File: src/common/xalu_pkg.sv
package xalu_pkg;

  localparam int XLEN        = 32;
  localparam int PROD_W      = 2 * XLEN;          // full product width
  localparam int MULT_STAGES = 4;                 // register stages in multiplier
  localparam int DIV_STEPS   = XLEN;              // one quotient bit per step
  localparam int DIV_CNT_W   = $clog2(DIV_STEPS);

  // operation codes as produced by the CPU decoder
  typedef enum logic [2:0] {
    NOP   = 3'd0,
    MULT  = 3'd1,
    MULTU = 3'd2,
    MUL   = 3'd3,
    DIV   = 3'd4,
    DIVU  = 3'd5,
    MTHI  = 3'd6,
    MTLO  = 3'd7
  } xalu_op_t;

  typedef struct packed {
    xalu_op_t          op;
    logic [XLEN-1:0]   a;
    logic [XLEN-1:0]   b;
  } xalu_req_t;

  typedef struct packed {
    logic [XLEN-1:0]   hi;
    logic [XLEN-1:0]   lo;
  } xalu_res_t;

  function automatic logic is_mul_op(input xalu_op_t op);
    return (op == MULT) || (op == MULTU) || (op == MUL);
  endfunction

  function automatic logic is_div_op(input xalu_op_t op);
    return (op == DIV) || (op == DIVU);
  endfunction

  // MUL uses the signed multiplier, same as MULT
  function automatic logic is_signed_op(input xalu_op_t op);
    return (op == MULT) || (op == MUL) || (op == DIV);
  endfunction

  function automatic logic is_long_op(input xalu_op_t op);
    return is_mul_op(op) || is_div_op(op);
  endfunction

endpackage
File: src/source/xalu_top.sv
`timescale 1ns/1ps

module xalu_top (
  input  logic                      clk,
  input  logic                      reset,
  input  xalu_pkg::xalu_req_t       req_i,
  input  logic                      flush_i,
  output logic [xalu_pkg::XLEN-1:0] hi_o,
  output logic [xalu_pkg::XLEN-1:0] lo_o,
  output logic                      busy_o
);
  import xalu_pkg::*;

  logic              mul_start;
  logic              mul_signed;
  logic              div_start;
  logic              div_signed;
  logic [XLEN-1:0]   opa;
  logic [XLEN-1:0]   opb;
  logic              mul_done;
  logic [PROD_W-1:0] mul_res;
  logic              div_done;
  logic [XLEN-1:0]   quo;
  logic [XLEN-1:0]   rem;
  logic              res_we;
  logic              move_hi_we;
  logic              move_lo_we;
  xalu_res_t         res;
  logic [XLEN-1:0]   move_val;

  xalu_ctrl u_ctrl (
    .clk          (clk),
    .reset        (reset),
    .req_i        (req_i),
    .flush_i      (flush_i),
    .busy_o       (busy_o),
    .mul_start_o  (mul_start),
    .mul_signed_o (mul_signed),
    .div_start_o  (div_start),
    .div_signed_o (div_signed),
    .opa_o        (opa),
    .opb_o        (opb),
    .mul_done_i   (mul_done),
    .mul_res_i    (mul_res),
    .div_done_i   (div_done),
    .quo_i        (quo),
    .rem_i        (rem),
    .res_we_o     (res_we),
    .move_hi_we_o (move_hi_we),
    .move_lo_we_o (move_lo_we),
    .res_o        (res),
    .move_val_o   (move_val)
  );

  xalu_mult u_mult (
    .clk      (clk),
    .reset    (reset),
    .start_i  (mul_start),
    .signed_i (mul_signed),
    .a_i      (opa),
    .b_i      (opb),
    .done_o   (mul_done),
    .prod_o   (mul_res)
  );

  xalu_div u_div (
    .clk      (clk),
    .reset    (reset),
    .start_i  (div_start),
    .signed_i (div_signed),
    .a_i      (opa),
    .b_i      (opb),
    .done_o   (div_done),
    .quo_o    (quo),
    .rem_o    (rem)
  );

  hilo_regs u_hilo (
    .clk          (clk),
    .reset        (reset),
    .res_we_i     (res_we),
    .res_i        (res),
    .move_hi_we_i (move_hi_we),
    .move_lo_we_i (move_lo_we),
    .move_val_i   (move_val),
    .hi_o         (hi_o),
    .lo_o         (lo_o)
  );

endmodule

File: src/source/hilo_regs.sv
`timescale 1ns/1ps

module hilo_regs (
  input  logic                      clk,
  input  logic                      reset,
  input  logic                      res_we_i,
  input  xalu_pkg::xalu_res_t       res_i,
  input  logic                      move_hi_we_i,
  input  logic                      move_lo_we_i,
  input  logic [xalu_pkg::XLEN-1:0] move_val_i,
  output logic [xalu_pkg::XLEN-1:0] hi_o,
  output logic [xalu_pkg::XLEN-1:0] lo_o
);
  import xalu_pkg::*;

  logic [XLEN-1:0] hi_q;
  logic [XLEN-1:0] lo_q;

  always_ff @(posedge clk) begin
    if (reset) begin
      hi_q <= '0;
      lo_q <= '0;
    end else if (res_we_i) begin
      hi_q <= res_i.hi;                           // datapath result wins
      lo_q <= res_i.lo;
    end else begin
      if (move_hi_we_i) begin
        hi_q <= move_val_i;
      end
      if (move_lo_we_i) begin
        lo_q <= move_val_i;
      end
    end
  end

  assign hi_o = hi_q;
  assign lo_o = lo_q;

endmodule

File: src/xalu/xalu_div.sv
`timescale 1ns/1ps

module xalu_div (
  input  logic                      clk,
  input  logic                      reset,
  input  logic                      start_i,
  input  logic                      signed_i,
  input  logic [xalu_pkg::XLEN-1:0] a_i,
  input  logic [xalu_pkg::XLEN-1:0] b_i,
  output logic                      done_o,
  output logic [xalu_pkg::XLEN-1:0] quo_o,
  output logic [xalu_pkg::XLEN-1:0] rem_o
);
  import xalu_pkg::*;

  typedef enum logic {
    DIV_IDLE,
    DIV_RUN
  } div_state_t;

  div_state_t           state_q;
  logic [DIV_CNT_W-1:0] cnt_q;
  logic                 done_q;
  logic [XLEN-1:0]      quo_q;                    // dividend shifts out, quotient in
  logic [XLEN-1:0]      rem_q;
  logic [XLEN-1:0]      dvsr_q;
  logic                 neg_quo_q;
  logic                 neg_rem_q;
  logic [XLEN-1:0]      a_mag;
  logic [XLEN-1:0]      b_mag;
  logic [XLEN:0]        trial;
  logic [XLEN:0]        diff;
  logic                 fits;
  logic                 div_zero;

  assign a_mag    = (signed_i && a_i[XLEN-1]) ? -a_i : a_i;
  assign b_mag    = (signed_i && b_i[XLEN-1]) ? -b_i : b_i;
  assign div_zero = (b_i == '0);

  // one restoring step
  assign trial = {rem_q, quo_q[XLEN-1]};
  assign diff  = trial - {1'b0, dvsr_q};
  assign fits  = (trial >= {1'b0, dvsr_q});

  always_ff @(posedge clk) begin
    if (reset) begin
      state_q <= DIV_IDLE;
      cnt_q   <= '0;
      done_q  <= 1'b0;
    end else begin
      done_q <= 1'b0;
      case (state_q)
        DIV_IDLE: begin
          if (start_i && div_zero) begin
            done_q <= 1'b1;                       // skip the iterations
          end else if (start_i) begin
            state_q <= DIV_RUN;
            cnt_q   <= DIV_CNT_W'(DIV_STEPS - 1);
          end
        end
        DIV_RUN: begin
          cnt_q <= cnt_q - 1'b1;
          if (cnt_q == '0) begin
            state_q <= DIV_IDLE;
            done_q  <= 1'b1;
          end
        end
        default: state_q <= DIV_IDLE;
      endcase
    end
  end

  always_ff @(posedge clk) begin
    if (state_q == DIV_IDLE && start_i) begin
      dvsr_q <= b_mag;
      if (div_zero) begin
        quo_q     <= '1;                          // all ones, remainder is a
        rem_q     <= a_i;
        neg_quo_q <= 1'b0;
        neg_rem_q <= 1'b0;
      end else begin
        quo_q     <= a_mag;
        rem_q     <= '0;
        neg_quo_q <= signed_i && (a_i[XLEN-1] ^ b_i[XLEN-1]);
        neg_rem_q <= signed_i && a_i[XLEN-1];     // remainder follows dividend
      end
    end else if (state_q == DIV_RUN) begin
      rem_q <= fits ? diff[XLEN-1:0] : trial[XLEN-1:0];
      quo_q <= {quo_q[XLEN-2:0], fits};
    end
  end

  // sign fix on the magnitudes
  assign quo_o  = neg_quo_q ? -quo_q : quo_q;
  assign rem_o  = neg_rem_q ? -rem_q : rem_q;
  assign done_o = done_q;

endmodule

File: src/xalu/xalu_mult.sv
`timescale 1ns/1ps

module xalu_mult (
  input  logic                        clk,
  input  logic                        reset,
  input  logic                        start_i,
  input  logic                        signed_i,
  input  logic [xalu_pkg::XLEN-1:0]   a_i,
  input  logic [xalu_pkg::XLEN-1:0]   b_i,
  output logic                        done_o,
  output logic [xalu_pkg::PROD_W-1:0] prod_o
);
  import xalu_pkg::*;

  // 33-bit operands cover both signed and unsigned 32-bit ranges
  logic signed [XLEN:0]     a_ext_q;
  logic signed [XLEN:0]     b_ext_q;
  logic signed [2*XLEN+1:0] prod_full;
  logic [PROD_W-1:0]        prod_q [1:MULT_STAGES-1];
  logic [MULT_STAGES-1:0]   vld_q;

  // stage 0 holds the extended operands
  always_ff @(posedge clk) begin
    a_ext_q <= {signed_i & a_i[XLEN-1], a_i};
    b_ext_q <= {signed_i & b_i[XLEN-1], b_i};
  end

  assign prod_full = a_ext_q * b_ext_q;           // signed 33x33

  // product enters stage 1, then walks down the pipe
  always_ff @(posedge clk) begin
    prod_q[1] <= prod_full[PROD_W-1:0];
    for (int i = 2; i < MULT_STAGES; i++) begin
      prod_q[i] <= prod_q[i-1];
    end
  end

  always_ff @(posedge clk) begin
    if (reset) begin
      vld_q <= '0;
    end else begin
      vld_q <= {vld_q[MULT_STAGES-2:0], start_i}; // tracks each item in flight
    end
  end

  assign done_o = vld_q[MULT_STAGES-1];
  assign prod_o = prod_q[MULT_STAGES-1];

endmodule

File: src/xalu/xalu_ctrl.sv
`timescale 1ns/1ps

module xalu_ctrl (
  input  logic                        clk,
  input  logic                        reset,
  input  xalu_pkg::xalu_req_t         req_i,
  input  logic                        flush_i,
  output logic                        busy_o,
  output logic                        mul_start_o,
  output logic                        mul_signed_o,
  output logic                        div_start_o,
  output logic                        div_signed_o,
  output logic [xalu_pkg::XLEN-1:0]   opa_o,
  output logic [xalu_pkg::XLEN-1:0]   opb_o,
  input  logic                        mul_done_i,
  input  logic [xalu_pkg::PROD_W-1:0] mul_res_i,
  input  logic                        div_done_i,
  input  logic [xalu_pkg::XLEN-1:0]   quo_i,
  input  logic [xalu_pkg::XLEN-1:0]   rem_i,
  output logic                        res_we_o,
  output logic                        move_hi_we_o,
  output logic                        move_lo_we_o,
  output xalu_pkg::xalu_res_t         res_o,
  output logic [xalu_pkg::XLEN-1:0]   move_val_o
);
  import xalu_pkg::*;

  logic            accept;
  logic            busy_q;
  logic            mul_start_q;
  logic            div_start_q;
  logic            signed_q;
  logic            res_we_q;
  logic            mul_hit;
  logic            div_hit;
  xalu_op_t        op_q;
  logic [XLEN-1:0] opa_q;
  logic [XLEN-1:0] opb_q;
  xalu_res_t       res_q;

  assign accept = (req_i.op != NOP) && !busy_q && !flush_i;

  // moves go straight to the register pair, no busy phase
  assign move_hi_we_o = accept && (req_i.op == MTHI);
  assign move_lo_we_o = accept && (req_i.op == MTLO);
  assign move_val_o   = req_i.a;

  // only honour the done of the datapath that was launched
  assign mul_hit = mul_done_i && is_mul_op(op_q);
  assign div_hit = div_done_i && is_div_op(op_q);

  always_ff @(posedge clk) begin
    if (reset) begin
      busy_q      <= 1'b0;
      mul_start_q <= 1'b0;
      div_start_q <= 1'b0;
      res_we_q    <= 1'b0;
      op_q        <= NOP;
    end else begin
      mul_start_q <= accept && is_mul_op(req_i.op); // one-cycle launch
      div_start_q <= accept && is_div_op(req_i.op);
      res_we_q    <= mul_hit || div_hit;
      if (accept && is_long_op(req_i.op)) begin
        busy_q <= 1'b1;
        op_q   <= req_i.op;
      end else if (res_we_q) begin
        busy_q <= 1'b0;                             // drops with the HI/LO write
      end
    end
  end

  always_ff @(posedge clk) begin
    if (accept) begin
      opa_q    <= req_i.a;
      opb_q    <= req_i.b;
      signed_q <= is_signed_op(req_i.op);
    end
    if (mul_hit) begin
      res_q.hi <= mul_res_i[PROD_W-1:XLEN];
      res_q.lo <= mul_res_i[XLEN-1:0];
    end else if (div_hit) begin
      res_q.hi <= rem_i;                            // remainder to HI
      res_q.lo <= quo_i;                            // quotient to LO
    end
  end

  assign busy_o       = busy_q;
  assign mul_start_o  = mul_start_q;
  assign div_start_o  = div_start_q;
  assign mul_signed_o = signed_q;
  assign div_signed_o = signed_q;
  assign opa_o        = opa_q;
  assign opb_o        = opb_q;
  assign res_we_o     = res_we_q;
  assign res_o        = res_q;

endmodule

File: config.mk
export PLATFORM = sky130hd
export DESIGN_NAME = xalu_top
export DESIGN_NICKNAME = d
export VERILOG_FILES = /design/src/common/xalu_pkg.sv /design/src/source/xalu_top.sv /design/src/source/hilo_regs.sv /design/src/xalu/xalu_div.sv /design/src/xalu/xalu_mult.sv /design/src/xalu/xalu_ctrl.sv
export SDC_FILE = /design/constraint.sdc
export NUM_CORES = 2
export LEC_CHECK = 0
export BUFFER_PORTS_ARGS = -buffer_cell sky130_fd_sc_hd__buf_2
export CAP_MARGIN = 0
export CORE_MARGIN = 3
export CORE_UTILIZATION = 65
export DETAILED_ROUTE_END_ITERATION = 7
export PLACE_DENSITY = 0.91
export SYNTH_ARGS = -nofsm -noshare
export SYNTH_HDL_FRONTEND = slang
export SYNTH_SLANG_ARGS = --single-unit
export TNS_END_PERCENT = 1
File: constraint.sdc
create_clock -name clk -period 9.8 [get_ports clk]
set_input_delay 0.49 -clock clk [delete_from_list [all_inputs] [get_ports clk]]
set_output_delay 0.49 -clock clk [all_outputs]
set_load 0.01 [all_outputs]
# Word level (Yosys, flattened, before mapping)
# Memories as Yosys holds them, arrays and structs flattened.
# Cells that the tools add are included.
dict set report word_totals {
  regBits 375
  mem_bits_rw 192
  inputBits 70
  wordCells 114
  mem_count 1
}
dict set report op_classes {
  add_sub_neg 6
  n_mul 1
  order_cmp 1
  n_eq_ne 14
  mux 29
  bitwise 4
  reduce_logical 35
}
# name depth width read_ports rd_clocked_by_memory_dff write_ports line_no
set mem_list {}
lappend mem_list {u_mult.prod_q 3 64 3 0 3 xalu_mult.sv:19} ;# logic [PROD_W-1:0] prod_q [1:MULT_STAGES-1];
# cell n
set ops {}
lappend ops {{$mux 32} 15}
lappend ops {{$mux 64} 2}
lappend ops {{$neg 32->32} 4}
lappend ops {{$mul 33x33->64} 1}
lappend ops {{$ge 33x32->1} 1}
lappend ops {{$logic_not 32->1} 1}
lappend ops {{$sub 32x32->32} 1}
lappend ops {{$eq 3x3->1 const B} 6}
lappend ops {{$logic_and 1x1->1} 14}
lappend ops {{$eq 3x2->1 const B} 4}
lappend ops {{$logic_or 1x1->1} 10}
lappend ops {{$mux 5} 2}
lappend ops {{$pmux 5 s2} 1}
lappend ops {{$reduce_bool 2->1} 5}
lappend ops {{$mux 1} 7}
lappend ops {{$eq 3x1->1 const B} 2}
lappend ops {{$logic_not 5->1} 1}
lappend ops {{$sub 5x1->5 const B} 1}
lappend ops {{$ne 2x2->1 const B} 2}
lappend ops {{$pmux 1 s2} 2}
lappend ops {{$reduce_bool 3->1} 1}
lappend ops {{$and 1x1->1} 2}
lappend ops {{$logic_not 1->1} 2}
lappend ops {{$reduce_and 2->1} 1}
lappend ops {{other kinds (2)} 2}

# Logic depth before layout (Yosys ltp)
dict set report logic_depth {
  depth_word 6
  ltp_mapped 29
  ltp_nobuf 27
}

# By module
# Synthesis repeated with hierarchy kept, for this count alone.
dict set report unflattened {
  cells_unflattened 5969
  hier_area_um2 61084.8
}
# mod instances cells_each area_per_inst_um2 seq_area_each_um2
set by_module_without_submodules {}
lappend by_module_without_submodules {xalu_mult 1 4415 43787.0 5245.0}
lappend by_module_without_submodules {xalu_div 1 993 8683.3 3083.0}
lappend by_module_without_submodules {xalu_ctrl 1 276 5385.2 4013.8}
lappend by_module_without_submodules {hilo_regs 1 285 3229.3 1281.2}

# Worst setup path before layout
# No wires, ideal clock.
dict set report synth_timing {
  path_type {register to register}
  startpoint {register u_mult.a_ext_q[32]}
  endpoint {register u_mult.prod_q[0][121] (netlist name)}
  setup_time_ns 0.127
  arrival_time_ns 7.312
  required_time_ns 9.673
  setup_slack_ns 2.362
  path_stages_with_launch 25
  n_path_buf 1
  period_less_slack_ns 7.438
  cell_sequence {dfxtp_1 clkbuf_1 nand2_1 inv_1 fa_1 fa_1 fa_1 fa_1 fa_1 fa_1 fa_1 inv_1 fa_1 inv_1 ha_1 and2_1 a21o_1 a221oi_1 nand3_1 a21oi_1 o21ai_0 a21bo_2 a21boi_0 o21ai_0 xor2_1}
}
# item line_no
set synth_lines {}
lappend synth_lines {{start, declared} xalu_mult.sv:16} ;# logic signed [XLEN:0] a_ext_q;
lappend synth_lines {{start signal, assigned} xalu_mult.sv:24} ;# a_ext_q <= {signed_i & a_i[XLEN-1], a_i};

==> qor.yml <==
status: "finished, final reports clean"
ys_seq_area_share_pct: 22.9
critPathRequiredTime_ns: 10.30
cts_hold_buf: 0
slew_headroom_pct: 13.6
cts_tree: "yes"
drv_cap: 0
cts.path.max_buffers: 3
synth_top_area_cell: "fa_1"
ys_ff_latch: 567
period_share_pct: 92.2
critPathMaxFanout: 33
grt_pass1_wl_um: 253000
crit_top_cell: "fa_1"
num_rows: 110
grt_pass1_vias: 46900
synth.top_cell.area_share_pct: 37.9
rsz0062_at_grt: "no"
synth_top_family_by_area: "adder cells"
min_path_type: "in -> reg"
area.growth.synth_to_final_pct: 6.25
yosys-top-cells-area: "fa_1 38%, edfxtp_1 11%, dfxtp_1 11%"
slew_violations: 0
hold_viol_final: 0
period_minus_slack_ns: 9.03
core_um2: 90400
overflow: 0
yosysWarnings: 0
dr.pass1.iters: 7
drive_gt1_share_pct: 6.44
vias_per_cell: 6.03
drc: 0
grt_max_degree: 83
synth.distinct_cells: 85
cp-end-kind: "flip-flop"
vias: 43200
cts_setup_buffers: 0
syn-num-nets: 7376
cts_resized: 0
synth.mux.area_fraction_pct: 1.54
drt_iter0_drc: 4720
die_w_um: 309
htree_levels: 2
initial_core_util_pct: 65.8
synth_area_um2: 59500
setup_viol: 0
clock-root-buffer: "clkbuf_16"
cpMaxStageDelayCell: "dfxtp_1"
crit_path_start_kind: "flip-flop"
synth_cells: 5930
yosys_most_used_dff: "dfxtp_1"
cp_cell_sequence: "nand2_1, inv_1, fa_1, fa_1, fa_1, fa_1, fa_1, fa_1, fa_1, inv_1, fa_1, inv_1, ha_1, and2_1, a21o_1, a221oi_1, nand3_1, a21oi_1, o21ai_0, a21bo_2, a21boi_0, o21ai_0, xor2_1"
syn_area_per_cell_um2: 10.0
synth_compound_area_share_pct: 6.44
postRouteAntennaNets: 0
hpwl_um: 124000
synth-edff-count: 227
final_nets: 7378
clkSinkCount: 567
worstMarginPinSlew_ns: 1.29
synth_xor_area_share_pct: 3.22
async_reset_ff_share_pct: 0
critPathArrivalTime_ns: 9.53
fin_tns_setup_ns: 0
critPathKind: "reg -> reg"
cts_buffers: 52
clock_latency_ns: 0.63
fmax_ghz: 0.111
ff2ff_setup_slack_ns: 0.77
yosys.area_share.simple_pct: 13.7
skew_ns: 0.0375
wire_per_inst_um: 22.5
dieArea_um2: 95200
slowest_delay_ns: 1.01
synthAdderAreaFrac_pct: 43.2
die_h_um: 309
gp_congestion: 0.980
antenna_found_initial: 5
grt.total_usage_pct: 34.6
pin_count: 135
io_buffers: 134
routed_wl_um: 161000
clk_transition_reported_paths_ns: 0.09
sequential cells by signal, indices dropped and copies added, names as in the netlist:
signal,count
u_mult.prod_q,192
u_ctrl.res_o,64
u_mult.a_ext_q,33
u_mult.b_ext_q,33
u_ctrl.opa_o,32
u_ctrl.opb_o,32
u_div.dvsr_q,32
u_div.quo_q,32
u_div.rem_q,32
u_hilo.hi_o,32
u_hilo.lo_o,32
u_div.cnt_q,5
u_mult.vld_q,4
u_ctrl.op_q,3
u_ctrl.busy_o,1
u_ctrl.div_signed_o,1
u_ctrl.div_start_o,1
u_ctrl.mul_start_o,1
u_ctrl.res_we_o,1
u_div.done_o,1
u_div.neg_quo_q,1
u_div.neg_rem_q,1
u_div.state_q,1
worst paths after layout:
check / end / start / depth (start not counted)
max reg2reg: u_mult.prod_q[0][121]$_DFF_P_ / u_mult.b_ext_q[0]$_DFF_P_ / 23
min: u_ctrl.opb_o[12]$_DFFE_PP_ / req_i[12] / 1
min reg2reg: u_mult.prod_q[0][234]$_DFF_P_ / u_mult.prod_q[0][170]$_DFF_P_ / 0
max: u_mult.prod_q[0][121]$_DFF_P_ / u_mult.b_ext_q[0]$_DFF_P_ / 23
through the flow:
step / hold slack (ns) / cell area [µm²] / setup WS (ns) / utilization [%] / std cells
4_1_cts: 0.0100 / 63200 / 0.949 / 69.9 / 7151
2_1_floorplan: 0.310 / 59500 / 2.36 / - / 5930
3_5_place_dp: 0.312 / 61400 / 1.07 / 67.9 / 7054
3_3_place_gp: 0.310 / 61400 / 1.19 / 67.9 / 7054
5_1_grt: 0.0137 / 63200 / 0.385 / 69.9 / 7151
6_report: 0.0275 / 63200 / 0.768 / 69.9 / 7156
worst max-delay path: cells and delay by family, from the launching register on:
| family | cells | cell delay, ns |
|---|---|---|
| adder cells (fa/ha/maj) | 9 | 4.88 |
| AO/OA/AOI/OAI | 7 | 1.98 |
| flip-flops | 1 | 1.01 |
| AND/OR/NAND/NOR | 3 | 0.54 |
| buffers and inverters | 3 | 0.32 |
| XOR/XNOR | 1 | 0.16 |
synth_stat cells (4+ instances only):
master       n
ha_1       250
a211oi_1    31
nor2b_1     43
nand2_1    634
a211o_1      5
a21boi_0     4
inv_1     1133
xnor2_1    106
mux2i_1     88
a31oi_1     23
or3_1       10
o21bai_1    13
nand3b_1     5
o21a_1      20
o211ai_1     7
or2_2        7
a22oi_1     14
a21o_1      39
nor4_1      10
and3_1      13
nand2b_1    25
nand3_1     32
buf_1       12
and4_1       4
xor2_1     113
o31a_1       4
edfxtp_1   227
o21ai_0    107
o41ai_1     17
o22a_1      18
fa_1      1126
dfxtp_1    340
or3_4        4
a311oi_1     4
nor2_1     248
or4_1       13
and2_1     537
nor3_1      31
o31ai_1     27
clkbuf_1   277
nand4_1     15
a21oi_1    228
cells by family after synthesis:
group	after synthesis
muxes	91
and+or+nand+nor	1649
DFF	567
adders and majority gates	1376
AOI/OAI and AO/OA	602
xor gates and xnor gates	219
buffers and inverters	1426
routing by layer:
metal,global-route usage [%],vias up,part of all wire (%)
li1,-,18100,-
met1,42.0,21500,34
met2,55.9,2802,46
met3,10.6,765,13
met4,18.6,6,6.5
met5,0,-,0.028
area by class of cell:
type / instances / area (µm²)
Multi-Input combinational cell: 3937 / 40500
Fill cell: 5978 / 27200
Sequential cell: 567 / 13600
Inverter: 1133 / 4250
Clock buffer: 69 / 1530
Timing Repair Buffer: 241 / 1470
Tap cell: 1176 / 1470
Clock inverter: 28 / 289
Antenna cell: 5 / 12.5
placed cells by master (no fill, tap or decap), types with 31 or more instances in the layout:
cell,Yosys,layout
buf_2,2,134
a21o_1,39,39
clkbuf_16,0,58
a211oi_1,31,31
fa_1,1126,1126
o21ai_0,107,106
nor2b_1,43,43
xor2_1,113,113
nand3_1,32,32
dfxtp_1,340,327
buf_4,2,107
and2_1,537,537
nand2_1,634,634
a21oi_1,228,228
inv_1,1133,1132
nor3_1,31,31
nor2_1,248,248
mux2i_1,88,88
xnor2_1,106,106
edfxtp_1,227,227
ha_1,250,250
Power is not shown: default switching activity piles up to over one toggle a cycle in this logic, so the estimate is an artifact.
